## src/hw/mem_config.svh

```systemverilog
/* bus width, address map, wait states and RAM depth for the memory bus */
`ifndef MEM_CONFIG_SVH
`define MEM_CONFIG_SVH

`define MEM_BYTES 8                          // byte lanes on the data bus

`define ROM_BASE 64'h0000_0000_0000_0000     // 16 MiB boot ROM
`define ROM_TOP  64'h0000_0000_00FF_FFFF
`define RAM_BASE 64'h0000_0000_0100_0000     // 64 MiB RAM window
`define RAM_TOP  64'h0000_0000_04FF_FFFF

`define MSIP_ADDR     64'h0000_0000_FFFF_FFC0
`define SSIP_ADDR     64'h0000_0000_FFFF_FFD0
`define MTIME_ADDR    64'h0000_0000_FFFF_FFE0  // 8-byte aligned
`define MTIMECMP_ADDR 64'h0000_0000_FFFF_FFF0  // 8-byte aligned

`define ROM_WAIT  2                          // busy cycles per ROM access
`define RAM_WAIT  3                          // busy cycles per RAM access
`define RAM_WORDS 1024                       // physical depth, mirrored above
`endif
```

## src/hw/mem_pkg.sv

```systemverilog
/* shared types for the memory bus: address, data, byte strobe, register select */
`default_nettype none

`include "mem_config.svh"

package mem_pkg;

  // byte address as seen by the processor
  typedef logic [63:0] mem_addr_t;

  // one bus word, eight byte lanes
  typedef logic [8*`MEM_BYTES-1:0] mem_data_t;

  // byte enables, bit n covers data[8n+7:8n]
  typedef logic [`MEM_BYTES-1:0] mem_strb_t;

  // [1:0] msip/ssip/mtime/mtimecmp, [2] upper half of a 64-bit register
  typedef logic [2:0] csr_addr_t;

endpackage

`default_nettype wire

```

## src/hw/boot_rom.sv

```systemverilog
/* boot ROM target with index-derived contents and wait states */
`timescale 1ns/1ps
`default_nettype none

`include "mem_config.svh"

module boot_rom (
  input  logic               clock,
  input  logic               rst_n,
  input  logic               inst_cache_enable,
  input  mem_pkg::mem_addr_t inst_cache_addr,
  output mem_pkg::mem_data_t inst_cache_data,
  output logic               inst_cache_busy
);

  localparam int CNT_W = $clog2(`ROM_WAIT + 1);

  logic [CNT_W-1:0] wait_cnt;
  logic [31:0]      word_idx;
  logic             done;

  assign word_idx = {11'b0, inst_cache_addr[23:3]};     // 8-byte words in 16 MiB
  assign done     = inst_cache_enable & (wait_cnt == CNT_W'(`ROM_WAIT));

  assign inst_cache_busy = inst_cache_enable & ~done;
  assign inst_cache_data = inst_cache_enable ? {~word_idx, word_idx} : '0;

  // counts busy cycles, cleared at completion so the next access waits again
  always_ff @(posedge clock) begin
    if (!rst_n) begin
      wait_cnt <= '0;
    end else if (!inst_cache_enable || done) begin
      wait_cnt <= '0;
    end else begin
      wait_cnt <= wait_cnt + 1'b1;
    end
  end

endmodule

`default_nettype wire

```

## config.mk

```make
export PLATFORM = sky130hd
export DESIGN_NAME = boot_rom
export DESIGN_NICKNAME = d
export VERILOG_FILES = /design/src/hw/mem_pkg.sv /design/src/hw/boot_rom.sv
export VERILOG_INCLUDE_DIRS = /design/src /design/src/hw
export SDC_FILE = /design/constraint.sdc
export NUM_CORES = 1
export LEC_CHECK = 0
export BUFFER_PORTS_ARGS = -buffer_cell sky130_fd_sc_hd__buf_2
export CAP_MARGIN = 20
export CORE_MARGIN = 2
export CORE_UTILIZATION = 24
export DETAILED_ROUTE_END_ITERATION = 16
export GPL_TIMING_DRIVEN = 1
export PLACE_DENSITY = 0.85
export RECOVER_POWER = 25
export SETUP_SLACK_MARGIN = 0.15
export SLEW_MARGIN = 25
export SYNTH_ARGS = -nofsm -noshare
export SYNTH_HDL_FRONTEND = slang
export SYNTH_SLANG_ARGS = --single-unit
```

## constraint.sdc

```tcl
create_clock -name clock -period 1.68 [get_ports clock]
set_input_delay 0.168 -clock clock [delete_from_list [all_inputs] [get_ports clock]]
set_output_delay 0.168 -clock clock [all_outputs]
set_load 0.05 [all_outputs]
```

==> out/metrics.cfg <==
[sta]
hold_violations=0
finalCritPeriodShare_pct=83.4
grt_setup_unrepaired=false
hold_slack_ns=0.223
period_needed_ns=1.40
slew_viol_final=0
clock.fmax_mhz=714
timing.final.ws_setup_ns=0.279
final.setup.tns_ns=0
setup_violations=0
worstMarginPinSlew_ns=0.601
slew_headroom_pct=60.1
skew_ns=0.000810

[die]
die_w_um=52.2
core_area_um2=2210
dieArea_um2=2730
initial_utilization_pct=25.2
io-pin-count=132
die_y_um=52.2
fp-row-count=17

[setup_path]
required_ns=1.51
path_buf_inv=2
slowest_stage=dfxtp_1
path_max_fanout=3
reg2reg_slack_ns=0.72
critPathKind=reg2out
critPathCaptureType=output pin
path_delay_family=flip-flops
path_cells=inv_1 -> ha_1 -> and2b_1 -> buf_2
cp-start-kind=register
max_stage_delay_ns=0.31
cp_data_arrival_time_ns=1.23

[routing]
drtIter0Drc=2
antenna_left=0
first_pass_iters=2
wl_um=1530
drc=0
vias=632
vias_per_cell=3.74
wire_per_inst_um=9.06

[final_layout]
reg_top3=wait_cnt: 2 flops
fill_cells=249
regArea_um2=40.0
top_register=wait_cnt
final_common_cell=buf_2
nets=211
drive_gt1_share_pct=49.6
largest_reg_flops=2
final_cells=169
area_delta_synth_final_pct=54.0
multi_input_area_um2=367
final_area_um2=860
antenna_cells=0
final_cell_mix=buf_2 (66), and2_1 (21), and2b_1 (19)

[clocking]
cts-root-buf=clkbuf_4
numCtsBuffers=3
h-tree-depth=1
cts_buffer_depth=2
numClockSinks=2
cts_hold_buf=0
cts_tree=done
cts_setup_buffers=0
clkTransAtPathRegs_ns=0.03
clock_latency_ns=0.22
ctsResizeCount=0

[placed_design]
portBuffers=77
place_area_um2=851
dpl.hpwl_um=1340
place_ws_ns=0.459
place_congestion=0.635
dp.cells=166

[flow_run]
maxCapViolCount=0

[synthesis]
yosys_warnings=0
synthesis.area_um2=558
synth_seq_cells=2
syn_avg_cell_area_um2=7.34
synth_cells=76
seq_area_frac_synth_pct=7.17
yosys.cell_types.count=10

[pwr]
p_leak_nw=0.559
cellPowerDensity_nw_per_um2=714
ir_drop_uv=255

[global_routing]
grt_pass1_vias=543
grtUsageTotal_pct=10.5
overflow=0
grt_max_degree=35
antenna_found_initial=0
grt_first_pass_wirelength_um=2070

[run_status]
outcome=finished, final reports clean

[worst_hold_path]
min_path_type=in2reg

[routing by layer]
metal | GRT usage, % | wire, µm | share of wire (%)
met3 | 0.857 | 160 | 10
met1 | 8.43 | 504 | 33
met2 | 21.7 | 829 | 54
met5 | 0 | 0 | 0
met4 | 8.97 | 36 | 2.4
[where the power goes]
group	switching [W]	internal (W)
Combinational	0.000358	0.0000978
Clock	0.0000278	0.0000788
Sequential	0.000000870	0.0000503
Total	0.000387	0.000227
[layout make-up]
| cell class | instances | area share, % |
|---|---|---|
| repair buffers | 78 | 45.6 |
| well taps | 28 | 4.08 |
| inverters | 1 | 0.437 |
| multi-input cells | 57 | 42.6 |
| flip-flops and latches | 2 | 4.66 |
| clock buffers | 3 | 2.62 |
[per-stage QoR]
stage / total power (W) / util (%)
floorplan: 0.000449 / -
global placement: 0.000509 / 38.5
detailed placement: 0.000514 / 38.5
CTS: 0.000628 / 39.5
global route: 0.000643 / 38.9
finish: 0.000614 / 38.9
[Yosys cell counts, drive strengths merged]
cell type	number	share of area (%)
buf	22	30
dfxtp	2	7.2
and2b	19	26
inv	1	0.67
conb	1	0.67
and2	21	24
nor2b	3	3.4
nor4bb	2	3.6
clkbuf	4	3.6
ha	1	2.2
[cell families after synthesis]
family	Yosys count	synth area share, %
simple gates	45	56.1
buf+inv	27	33.9
flops	2	7.18
fa+ha+maj	1	2.24
other cells	1	0.672
[worst paths after layout]
| kind | startpoint | end | depth (start not counted) |
|---|---|---|---|
| max | wait_cnt[0] | inst_cache_busy | 4 |
| max reg2reg | wait_cnt[0] | wait_cnt[1] | 3 |
| min reg2reg | wait_cnt[0] | wait_cnt[0] | 1 |
| min | rst_n | wait_cnt[1] | 2 |
[worst register-to-register path: stages, from the launching register on]
cell      delay [ns]
dfxtp_1         0.31
inv_1           0.04
ha_1            0.27
nor4bb_1        0.24
Power figures use the tool's default switching activity.
