$ cat config.mk
export PLATFORM = sky130hd
export DESIGN_NAME = csr_mem
export DESIGN_NICKNAME = d
export VERILOG_FILES = /design/src/hw/mem_pkg.sv /design/src/hw/csr_mem.sv
export VERILOG_INCLUDE_DIRS = /design/src /design/src/hw
export SDC_FILE = /design/constraint.sdc
export NUM_CORES = 1
export LEC_CHECK = 0
export BUFFER_PORTS_ARGS = -buffer_cell sky130_fd_sc_hd__buf_2
export CORE_MARGIN = 2
export CORE_UTILIZATION = 60
export CTS_BUF_LIST = sky130_fd_sc_hd__clkbuf_4
export DETAILED_ROUTE_END_ITERATION = 10
export PLACE_DENSITY = 0.95
export SETUP_SLACK_MARGIN = 0.2
export SLEW_MARGIN = 25
export SYNTH_ARGS = -nofsm -noshare
export SYNTH_HDL_FRONTEND = slang
export SYNTH_SLANG_ARGS = --single-unit
$ cat constraint.sdc
create_clock -name clock -period 4.85 [get_ports clock]
set_clock_uncertainty 0.15 [all_clocks]
set_input_delay 1.455 -clock clock [delete_from_list [all_inputs] [get_ports clock]]
set_output_delay 1.455 -clock clock [all_outputs]
set_load 0.05 [all_outputs]
$ cat src/hw/mem_config.svh
/* bus width, address map, wait states and RAM depth for the memory bus */
`ifndef MEM_CONFIG_SVH
`define MEM_CONFIG_SVH

`define MEM_BYTES 8                          // byte lanes on the data bus

`define ROM_BASE 64'h0000_0000_0000_0000     // 16 MiB boot ROM
`define ROM_TOP  64'h0000_0000_00FF_FFFF
`define RAM_BASE 64'h0000_0000_0100_0000     // 64 MiB RAM window
`define RAM_TOP  64'h0000_0000_04FF_FFFF

`define MSIP_ADDR     64'h0000_0000_FFFF_FFC0
`define SSIP_ADDR     64'h0000_0000_FFFF_FFD0
`define MTIME_ADDR    64'h0000_0000_FFFF_FFE0  // 8-byte aligned
`define MTIMECMP_ADDR 64'h0000_0000_FFFF_FFF0  // 8-byte aligned

`define ROM_WAIT  2                          // busy cycles per ROM access
`define RAM_WAIT  3                          // busy cycles per RAM access
`define RAM_WORDS 1024                       // physical depth, mirrored above
`endif
$ cat src/hw/mem_pkg.sv
/* shared types for the memory bus: address, data, byte strobe, register select */
`default_nettype none

`include "mem_config.svh"

package mem_pkg;

  // byte address as seen by the processor
  typedef logic [63:0] mem_addr_t;

  // one bus word, eight byte lanes
  typedef logic [8*`MEM_BYTES-1:0] mem_data_t;

  // byte enables, bit n covers data[8n+7:8n]
  typedef logic [`MEM_BYTES-1:0] mem_strb_t;

  // [1:0] msip/ssip/mtime/mtimecmp, [2] upper half of a 64-bit register
  typedef logic [2:0] csr_addr_t;

endpackage

`default_nettype wire

$ cat src/hw/csr_mem.sv
/* memory-mapped machine registers msip, ssip, mtime, mtimecmp
   and the software and timer interrupts */
`timescale 1ns/1ps
`default_nettype none

module csr_mem (
  input  logic               clock,
  input  logic               rst_n,
  input  logic               csr_mem_rd_en,
  input  logic               csr_mem_wr_en,
  input  mem_pkg::csr_addr_t csr_mem_addr,
  input  mem_pkg::mem_data_t csr_mem_wr_data,
  output mem_pkg::mem_data_t csr_mem_rd_data,
  output logic               csr_mem_busy,
  output logic               timer_irq,
  output logic               soft_irq
);

  mem_pkg::mem_data_t msip, ssip, mtime, mtimecmp;
  mem_pkg::mem_data_t sel_reg;
  mem_pkg::mem_data_t wr_merged;
  logic               upper;

  assign upper = csr_mem_addr[2];

  // upper-half write replaces bits 63:32 from the low lanes
  assign wr_merged = upper ? {csr_mem_wr_data[31:0], sel_reg[31:0]} : csr_mem_wr_data;

  always_comb begin
    case (csr_mem_addr[1:0])
      2'b00:   sel_reg = msip;
      2'b01:   sel_reg = ssip;
      2'b10:   sel_reg = mtime;
      default: sel_reg = mtimecmp;
    endcase
  end

  always_ff @(posedge clock) begin
    if (!rst_n) begin
      msip      <= '0;
      ssip      <= '0;
      mtime     <= '0;
      mtimecmp  <= '0;
      timer_irq <= 1'b0;
    end else begin
      if (csr_mem_wr_en && csr_mem_addr[1:0] == 2'b00) msip <= {63'b0, csr_mem_wr_data[0]};
      if (csr_mem_wr_en && csr_mem_addr[1:0] == 2'b01) ssip <= {63'b0, csr_mem_wr_data[0]};
      if (csr_mem_wr_en && csr_mem_addr[1:0] == 2'b11) mtimecmp <= wr_merged;
      if (csr_mem_wr_en && csr_mem_addr[1:0] == 2'b10) begin
        mtime <= wr_merged;                   // a write wins over the tick
      end else begin
        mtime <= mtime + 1'b1;
      end
      timer_irq <= (mtime >= mtimecmp);
    end
  end

  // upper half reads back in the low lanes
  assign csr_mem_rd_data = !csr_mem_rd_en ? '0 :
                           upper ? {32'b0, sel_reg[63:32]} : sel_reg;

  assign csr_mem_busy = 1'b0;                 // single-cycle target
  assign soft_irq     = msip[0];

endmodule

`default_nettype wire

==> results.md <==
- Status: finished clean
- Initial Util: 0.6121
- EDFF count, synth: 0
- Die Y-Extent: 125.5 um
- Synth Area in XOR/XNOR: 0.06029
- Port bufs: around 140
- All-Layer GR Usage: 0.3873
- First-pass GRT wire length: 48.56 mm
- Post-synthesis register bit count: 131
- Later-pin clock latency in the skew report: 0.59 ns
- Worst Setup End Kind: output port
- Clk slew on worst S/H paths: 0.11 ns
- Power per cell area: 258.5 nW/um^2
- Path depth of the worst reg2reg path: 7
- Die Wd: 125.5 um
- Largest area contributor in the netlist: dfxtp_1
- Commonest non-fill, non-tap cell in the layout: buf_2
- Syn Nets: 1236
- Gpl congestion: 0.9827
- Top-Level Pins: about 140
- RSZ-0062 raised after global routing: false
- Final Max Tran Viols: 0
- Area contributors post-synth: dfxtp_1 30%, mux2i_1 10%, ha_1 9.2%
- Routed Antenna Nets: 0
- Worst Path Arrival: 2.86 ns
- Initial DRC Count: between 1000 and 1500
- Actual slew at the worst max-slew pin: approximately 1.1 ns
- CTS sink cnt: 131
- Post-Route WL: 31.19 mm
- Final nets: 1334
- Vias per Instance: 6.817
- DR WL/cell: 22.34 um
- Synth top area share: 0.2959
- Hold Vio Cnt, Final: 0
- Setup CP Type: in2out
- Startpoint type of the worst setup path: input pin
- Achievable Freq: roughly 220 MHz
- Largest fanout on the critical path: 30
- Post-route minimum period: 4.460 ns
- DR WL met3: 3.624 mm
- HP Class: reg2reg
- Worst R2R Setup Slack: around 1.7 ns
- Syn Area/Cell: about 8 um^2
- Ys async rst share: 0
- CTS Buffer Depth: 2
- Final setup viols: 0
- Final Hold Slack: 0.3397 ns
- Post-synthesis adder-cell area fraction: 0.09177
- Largest net degree at the start of global routing: 63
- Worst Setup SP: csr_mem_addr[0]
- Fin worst setup slack: 0.3899 ns
- CTS buffer count: 17
- Period utilization: 0.9196
- Grt ovf: 0
- Critical Path End: csr_mem_rd_data[1]
- R2r startpoint: mtime[6]
- Sequential share of the synthesized area: 0.2959
- Area after DPL: 9980 um^2
- Root buffer cell: clkbuf_4
- Fraction of layout cells with a size suffix above 1: 0.2197
- Design area: approximately 10000 um^2
- Via count of the first global-routing pass: 9144
- Synth cell types: just under 50
- Core area: between 10000 and 15000 um^2
- Mux contribution to synthesized area: 0.1145
- Max-Slew Margin vs Limit: 0.2604
- CTS-repair resized insts: 0
- Uppermost layer routed: met4
- Std-Cell Rows: 44
- Reported max-cap violation count: 0
- CP required: 3.24 ns
- CTS tree: done
- Via Count: about 9500
- Post-CTS setup buffers: 0
- Synth Area in Compound Gates: 0.1955
- Most frequent cells in the layout: 135 x buf_2, 131 x dfxtp_1, 95 x nand2_1, 89 x mux2i_1, 86 x nor2_1
- Critical R2R Capture: mtime[57]
- Met1 wire length: about 12 mm
- Peak supply drop: 0.1784 mV
- Detailed placer's ending HPWL: 22.29 mm
- Syn-to-layout area delta: 16.39%
- Pre-CTS setup slack: ~0.44 ns
- Setup_tns: 0 ns
- Die ar.: 15760 um^2
- Synth Flop Type: dfxtp_1
- Htree depth: 4
- TritonRoute pass-1 iters: 6
- Drt drc: 0
- Met2 Wirelength: between 10 and 15 mm
- P_leak: 4.282 nW
- Cell count after synthesis: 1100
- Final Total Pwr: about 2.7 mW
- Largest family of logic cells by synthesized area: compound AO/OA/AOI/OAI gates
- Warnings, synthesis: 0
- Hold buffers post-CTS: 0
- Mapped cell area: 8862 um^2
- Antenna violations before repair: 1
- Synth Area in Simple Gates: 0.1782
[synth_stat cells, drive strengths merged, types with 2 or more instances]
master and count:
o21a 2, xor2 40, nor3b 2, ha 65, xnor2 21, a221oi 2
o2bb2ai 32, o21ai 30, and3 15, mux2i 89, or4 2, nor4 10
nor3 6, a21oi 69, and4 8, a211oi 73, nor2 117, nand4 30
a31oi 4, and2 6, a221o 3, dfxtp 131, buf 14, clkbuf 61
nand3 37, inv 71, mux2 9, nand2 96, o22ai 34, o211a 6
[cell type report]
class	count	area, um^2
Multi-Input combinational cell	822	6000
Clock inverter	15	190.2
Sequential cell	131	2623
Inverter	72	270.3
Clock buffer	17	127.6
Fill cell	1048	4164
Timing Repair Buffer	154	872.1
Antenna cell	1	2.502
Tap cell	184	230.2
[how the worst min path moves through the flow]
stage	startpoint	to	slack (ns)	cells past startpoint
after floorplan	mtimecmp[34]	mtimecmp[34]	0.30	2
after global placement	mtimecmp[61]	mtimecmp[61]	0.31	2
after detailed placement	mtimecmp[48]	mtimecmp[48]	0.32	2
after CTS	mtimecmp[48]	mtimecmp[48]	0.34	2
after global routing	mtimecmp[40]	mtimecmp[40]	0.35	2
final	mtimecmp[48]	mtimecmp[48]	0.34	2
[flip-flops by register name, summed over array words and instances, names as in the netlist]
name,flops
msip,1
mtime,64
mtimecmp,64
ssip,1
timer_irq,1
[per-layer routing]
| layer | up-vias | track usage |
|---|---|---|
| li1 | 4173 | - |
| met1 | 4460 | 0.4877 |
| met2 | 705 | 0.6127 |
| met3 | 178 | 0.09884 |
| met4 | 0 | 0.2013 |
| met5 | - | 0 |
[report_power, final]
part / switching [mW] / internal, mW / leakage, nW
registers: 0.0765 / 1.13 / 1.07
clock network: 0.444 / 0.403 / 0.158
logic: 0.386 / 0.224 / 3.05
[kinds of logic after synthesis]
family | after synthesis
and+or+nand+nor | 335
muxes | 99
adders and majority gates | 65
AOI/OAI and AO/OA | 261
DFF | 131
buffers and inverters | 147
other | 1
xor gates and xnor gates | 61
[metrics by stage]
stage | utilization | std cells
CTS | 0.7112 | 1394
detailed placement | 0.6893 | 1362
floorplan | - | 1100
global route | 0.7124 | 1396
finish | 0.7124 | 1396
global placement | 0.6893 | 1362
[critical path: stages]
cell,delay [ns]
buf_4,0.22
buf_12,0.28
mux2i_1,0.51
o22ai_2,0.15
buf_2,0.23
Power figures use the tool's default switching activity.
