### src/hw/mem_config.svh
/* bus width, address map, wait states and RAM depth for the memory bus */
`ifndef MEM_CONFIG_SVH
`define MEM_CONFIG_SVH

`define MEM_BYTES 8                          // byte lanes on the data bus

`define ROM_BASE 64'h0000_0000_0000_0000     // 16 MiB boot ROM
`define ROM_TOP  64'h0000_0000_00FF_FFFF
`define RAM_BASE 64'h0000_0000_0100_0000     // 64 MiB RAM window
`define RAM_TOP  64'h0000_0000_04FF_FFFF

`define MSIP_ADDR     64'h0000_0000_FFFF_FFC0
`define SSIP_ADDR     64'h0000_0000_FFFF_FFD0
`define MTIME_ADDR    64'h0000_0000_FFFF_FFE0  // 8-byte aligned
`define MTIMECMP_ADDR 64'h0000_0000_FFFF_FFF0  // 8-byte aligned

`define ROM_WAIT  2                          // busy cycles per ROM access
`define RAM_WAIT  3                          // busy cycles per RAM access
`define RAM_WORDS 1024                       // physical depth, mirrored above
`endif
### src/hw/mem_pkg.sv
/* shared types for the memory bus: address, data, byte strobe, register select */
`default_nettype none

`include "mem_config.svh"

package mem_pkg;

  // byte address as seen by the processor
  typedef logic [63:0] mem_addr_t;

  // one bus word, eight byte lanes
  typedef logic [8*`MEM_BYTES-1:0] mem_data_t;

  // byte enables, bit n covers data[8n+7:8n]
  typedef logic [`MEM_BYTES-1:0] mem_strb_t;

  // [1:0] msip/ssip/mtime/mtimecmp, [2] upper half of a 64-bit register
  typedef logic [2:0] csr_addr_t;

endpackage

`default_nettype wire

### src/hw/memory_controller.sv
/* memory bus decode: target selects and enables, RAM rebasing,
   read data and busy return */
`timescale 1ns/1ps
`default_nettype none

`include "mem_config.svh"

module memory_controller (
  // boot ROM
  input  mem_pkg::mem_data_t inst_cache_data,
  input  logic               inst_cache_busy,
  output logic               inst_cache_enable,
  output mem_pkg::mem_addr_t inst_cache_addr,

  // RAM
  input  mem_pkg::mem_data_t ram_read_data,
  input  logic               ram_busy,
  output mem_pkg::mem_addr_t ram_address,
  output mem_pkg::mem_data_t ram_write_data,
  output logic               ram_output_enable,
  output logic               ram_write_enable,
  output logic               ram_chip_select,
  output mem_pkg::mem_strb_t ram_byte_enable,

  // machine registers
  input  logic               csr_mem_busy,
  input  mem_pkg::mem_data_t csr_mem_rd_data,
  output mem_pkg::mem_data_t csr_mem_wr_data,
  output logic               csr_mem_rd_en,
  output logic               csr_mem_wr_en,
  output mem_pkg::csr_addr_t csr_mem_addr,

  // processor side
  input  logic               mem_rd_en,
  input  logic               mem_wr_en,
  input  mem_pkg::mem_strb_t mem_byte_en,
  input  mem_pkg::mem_data_t wr_data,
  input  mem_pkg::mem_addr_t mem_addr,
  output mem_pkg::mem_data_t rd_data,
  output logic               mem_busy
);

  mem_pkg::mem_addr_t rom_offset;
  mem_pkg::mem_addr_t ram_offset;
  logic rom_sel, ram_sel;
  logic msip_sel, ssip_sel, mtime_sel, mtimecmp_sel, csr_sel;
  logic [1:0] csr_code;

  // window checks on the offset, so a base other than zero works too
  assign rom_offset = mem_addr - `ROM_BASE;
  assign ram_offset = mem_addr - `RAM_BASE;
  assign rom_sel    = rom_offset <= (`ROM_TOP - `ROM_BASE);
  assign ram_sel    = ram_offset <= (`RAM_TOP - `RAM_BASE);

  assign msip_sel     = (mem_addr == `MSIP_ADDR);
  assign ssip_sel     = (mem_addr == `SSIP_ADDR);
  assign mtime_sel    = ({mem_addr[63:3], 3'b000} == `MTIME_ADDR);    // both halves
  assign mtimecmp_sel = ({mem_addr[63:3], 3'b000} == `MTIMECMP_ADDR);
  assign csr_sel      = msip_sel | ssip_sel | mtime_sel | mtimecmp_sel;

  // ROM is read only, a write there completes without effect
  assign inst_cache_enable = rom_sel & mem_rd_en;
  assign inst_cache_addr   = rom_offset;

  assign ram_chip_select   = ram_sel;
  assign ram_output_enable = ram_sel & mem_rd_en;
  assign ram_write_enable  = ram_sel & mem_wr_en;
  assign ram_byte_enable   = ram_sel ? mem_byte_en : '0;
  assign ram_address       = ram_offset;                  // RAM sees addresses from zero
  assign ram_write_data    = wr_data;

  assign csr_code = msip_sel  ? 2'b00 :
                    ssip_sel  ? 2'b01 :
                    mtime_sel ? 2'b10 : 2'b11;
  assign csr_mem_addr    = {mem_addr[2], csr_code};
  assign csr_mem_rd_en   = csr_sel & mem_rd_en;
  assign csr_mem_wr_en   = csr_sel & mem_wr_en;
  assign csr_mem_wr_data = wr_data;

  // result mux, unmapped addresses read zero and never stall
  assign rd_data = rom_sel ? inst_cache_data :
                   ram_sel ? ram_read_data :
                   csr_sel ? csr_mem_rd_data : '0;

  assign mem_busy = rom_sel ? inst_cache_busy :
                    ram_sel ? ram_busy :
                    csr_sel ? csr_mem_busy : 1'b0;

endmodule

`default_nettype wire

### config.mk
export PLATFORM = sky130hd
export DESIGN_NAME = memory_controller
export DESIGN_NICKNAME = d
export VERILOG_FILES = /design/src/hw/mem_pkg.sv /design/src/hw/memory_controller.sv
export VERILOG_INCLUDE_DIRS = /design/src /design/src/hw
export SDC_FILE = /design/constraint.sdc
export NUM_CORES = 1
export LEC_CHECK = 0
export BUFFER_PORTS_ARGS = -buffer_cell sky130_fd_sc_hd__buf_2
export CORE_AREA = 5 5 258 260
export DETAILED_ROUTE_END_ITERATION = 12
export DIE_AREA = 0 0 263 265
export SYNTH_ARGS = -nofsm -noshare
export SYNTH_HDL_FRONTEND = slang
export SYNTH_SLANG_ARGS = --single-unit
export TNS_END_PERCENT = 20
### constraint.sdc
create_clock -name vclk -period 10.6
set_input_delay 1.06 -clock vclk [all_inputs]
set_output_delay 1.06 -clock vclk [all_outputs]
set_load 0.05 [all_outputs]
==> summary.md <==
| Metric | Value |
|---|---|
| Initial antenna violation count | 8 |
| Ports | 671 |
| Cell repeated most along the worst path | buf_2 |
| Min-Delay Path Depth | 0 |
| Core Region | between 60000 and 70000 um^2 |
| GPL Wtd Cong | 0.965 |
| Worst-path cell chain | buf_2 -> inv_1 -> ha_1 -> nor4b_2 -> nand2_1 -> nor4_1 -> nor3b_2 -> xor2_1 -> or4b_4 -> buf_4 -> o31ai_1 -> buf_2 |
| Worst Hold Class | in -> out |
| Startpoint Class | input port |
| Worst Hold Path EP | csr_mem_wr_data[39] |
| Vias in the first global route | 5973 |
| Max Clock Freq | 132 MHz |
| Min cycle time layout | 7.58 ns |
| Most frequent cells in the layout | 479 x buf_2, 88 x nand2_1, 66 x a22oi_1 |
| Unrepaired setup endpoints after global routing | false |
| Layout cells sized above 1 | between 50% and 60% |
| Synth Area per Inst | 6.88 um^2 |
| Port bufs | 479 |
| WP data required | 9.54 ns |
| Die ar. | between 60000 and 70000 um^2 |
| Post-Route Setup TNS | 0 ns |
| DR WL/cell | 20.5 um |
| DRC Markers | 0 |
| Hold Startpoint | wr_data[39] |
| First-pass GRT wire length | about 48000 um |
| Via count | 5976 |
| Vias per std cell | 3.41 |
| Hold_buf cts | 0 |
| Worst vdd ir | 0.0230 mV |
| Syn Inst Count | 673 |
| Post-DRT Antenna Nets | 0 |
| Mapped cell area | 4630 um^2 |
| Layout area overhead | 36.6% |
| Std-Cell Rows | 93 |
| Final cell count without fillers | 1753 |
| CP Buf/Inv Count | 4 |
| Worst-margin pin slew | 1.24 ns |
| Clk_buf instances | 0 |
| Slew headroom | approximately 17% |
| Critical path's top delay family | simple AND/OR/NAND/NOR gates |
| GRT Resource Usage Total | 9.29% |
| Chip Width | 263 um |
| Leading cell type in the layout, fill and taps excluded | buf_2 |
| Period Utilization, post-route | 71.5% |
| Worst path max stage delay | 1.16 ns |
| Crit Path Category | in -> out |
| Number of setup buffers added after CTS | 0 |
| Sequential fraction of the synthesis area | 0% |
| P_leak | 2.98 nW |
| Worst Setup Slack, final | ~3 ns |
| Largest net degree at the start of global routing | 73 |
| Pre-CTS WS | 3.16 ns |
| Slowest-stage cell, CP | o31ai_1 |
| Seq cells | 0 |
| Final Slew Violations | 0 |
| Status | complete, no violations |
| Final hold vios | 0 |
| Pre-Repair DR Iteration Count | 5 |
| Synthesized net count | 1008 |
| Core Util, Final | 9.90% |
| Pwr/cell area | between 30 and 40 nW/um^2 |
| Post-CTS Resized | 0 |
| Fillers | 7471 |
| Finished Cell Area | roughly 6300 um^2 |
| Post-DP Area | 6320 um^2 |
| Die height | 265 um |
| Register area | 0 um^2 |
| DR iter-0 viols | 347 |
| Hpwl dp | 31800 um |
| Critical Path AT | roughly 6.5 ns |
| # nets final | 1233 |
| Final setup vio count | 0 |
| Total gr overflow | 0 |
| Syn. warnings | 0 |
| Netlist cell types | 47 |
| Placed insts | 1751 |
| Maxcap violations | 0 |
| Post-Route WL | 35900 um |
| CP max FO | 70 |
| CP Capture Type | output pin |
| Initial core utilization | 7.25% |
[per-stage QoR]
stage / hold WS (ns) / power (mW)
5_1_grt: 2.12 / 0.248
2_1_floorplan: 2.29 / 0.281
3_5_place_dp: 2.12 / 0.236
3_3_place_gp: 2.12 / 0.237
6_report: 2.12 / 0.235
4_1_cts: 2.12 / 0.237
[worst max path at each step]
stage	from	cells past startpoint	to
2_1_floorplan	mem_addr[24]	13	rd_data[24]
3_3_place_gp	mem_addr[24]	12	rd_data[8]
3_5_place_dp	mem_addr[24]	12	rd_data[8]
4_1_cts	mem_addr[24]	12	rd_data[8]
5_1_grt	mem_addr[24]	12	rd_data[8]
6_report	mem_addr[24]	12	rd_data[8]
[layout make-up]
type / instances / area (um^2) / share of cell area (%)
tap: 855 / 1070 / 16.9
inverter: 13 / 48.8 / 0.772
multi-input combinational: 395 / 2740 / 43.3
timing repair buffer: 488 / 2460 / 39.0
antenna: 2 / 5.00 / 0.0791
[logic make-up (layout without fill, tap and decap cells)]
kind of cell	Yosys count	after routing	share of synthesized area [%]
XOR/XNOR	35	35	6.62
adder cells (fa/ha/maj)	2	2	0.540
buffers and inverters	278	501	41.5
AND/OR/NAND/NOR	206	206	23.6
AO/OA/AOI/OAI	151	151	27.5
other	0	2	0
multiplexers	1	1	0.216
[synth_stat cells (all sizes together)]
master   instances  area (um^2)
a221o            1         10.0
a22oi           66          495
a311o            1         10.0
a32oi            1         8.76
and2             5         31.3
and4b            2         20.0
buf            235         1760
clkbuf          30          113
ha               2         25.0
inv             13         48.8
mux2i            1         10.0
nand2           88          330
nand2b           7         43.8
nand3            5         25.0
nand3b           2         15.0
nand4            6         37.5
nand4b           3         41.3
nand4bb          1         11.3
nor2            26         97.6
nor3            24          131
nor3b            5         42.5
nor4            12          111
nor4b            2         23.8
o211ai           2         15.0
o21ai            9         45.0
o21bai           1         7.51
o31ai           66          641
o41ai            4         42.6
or2              2         12.5
or3              5         31.3
or3b             1         8.76
or4              9         67.6
or4b             1         10.0
xnor2           16          140
xor2            19          166
[where the power goes]
| group | total, mW | internal [mW] | switching (mW) |
|---|---|---|---|
| clock network | 0.0000000126 | 0.0000000126 | 0 |
| registers | 0 | 0 | 0 |
| logic | 0.235 | 0.0653 | 0.170 |
| total | 0.235 | 0.0653 | 0.170 |
[routing by layer]
| layer | GRT usage [%] | share of wire [%] | up-vias |
|---|---|---|---|
| met1 | 11.3 | 40 | 2719 |
| met3 | 2.95 | 11 | 41 |
| li1 | - | - | 2622 |
| met4 | 1.03 | 1.4 | 4 |
| met2 | 16.6 | 48 | 590 |
| met5 | 0 | 0.072 | - |
Power figures use the tool's default switching activity.
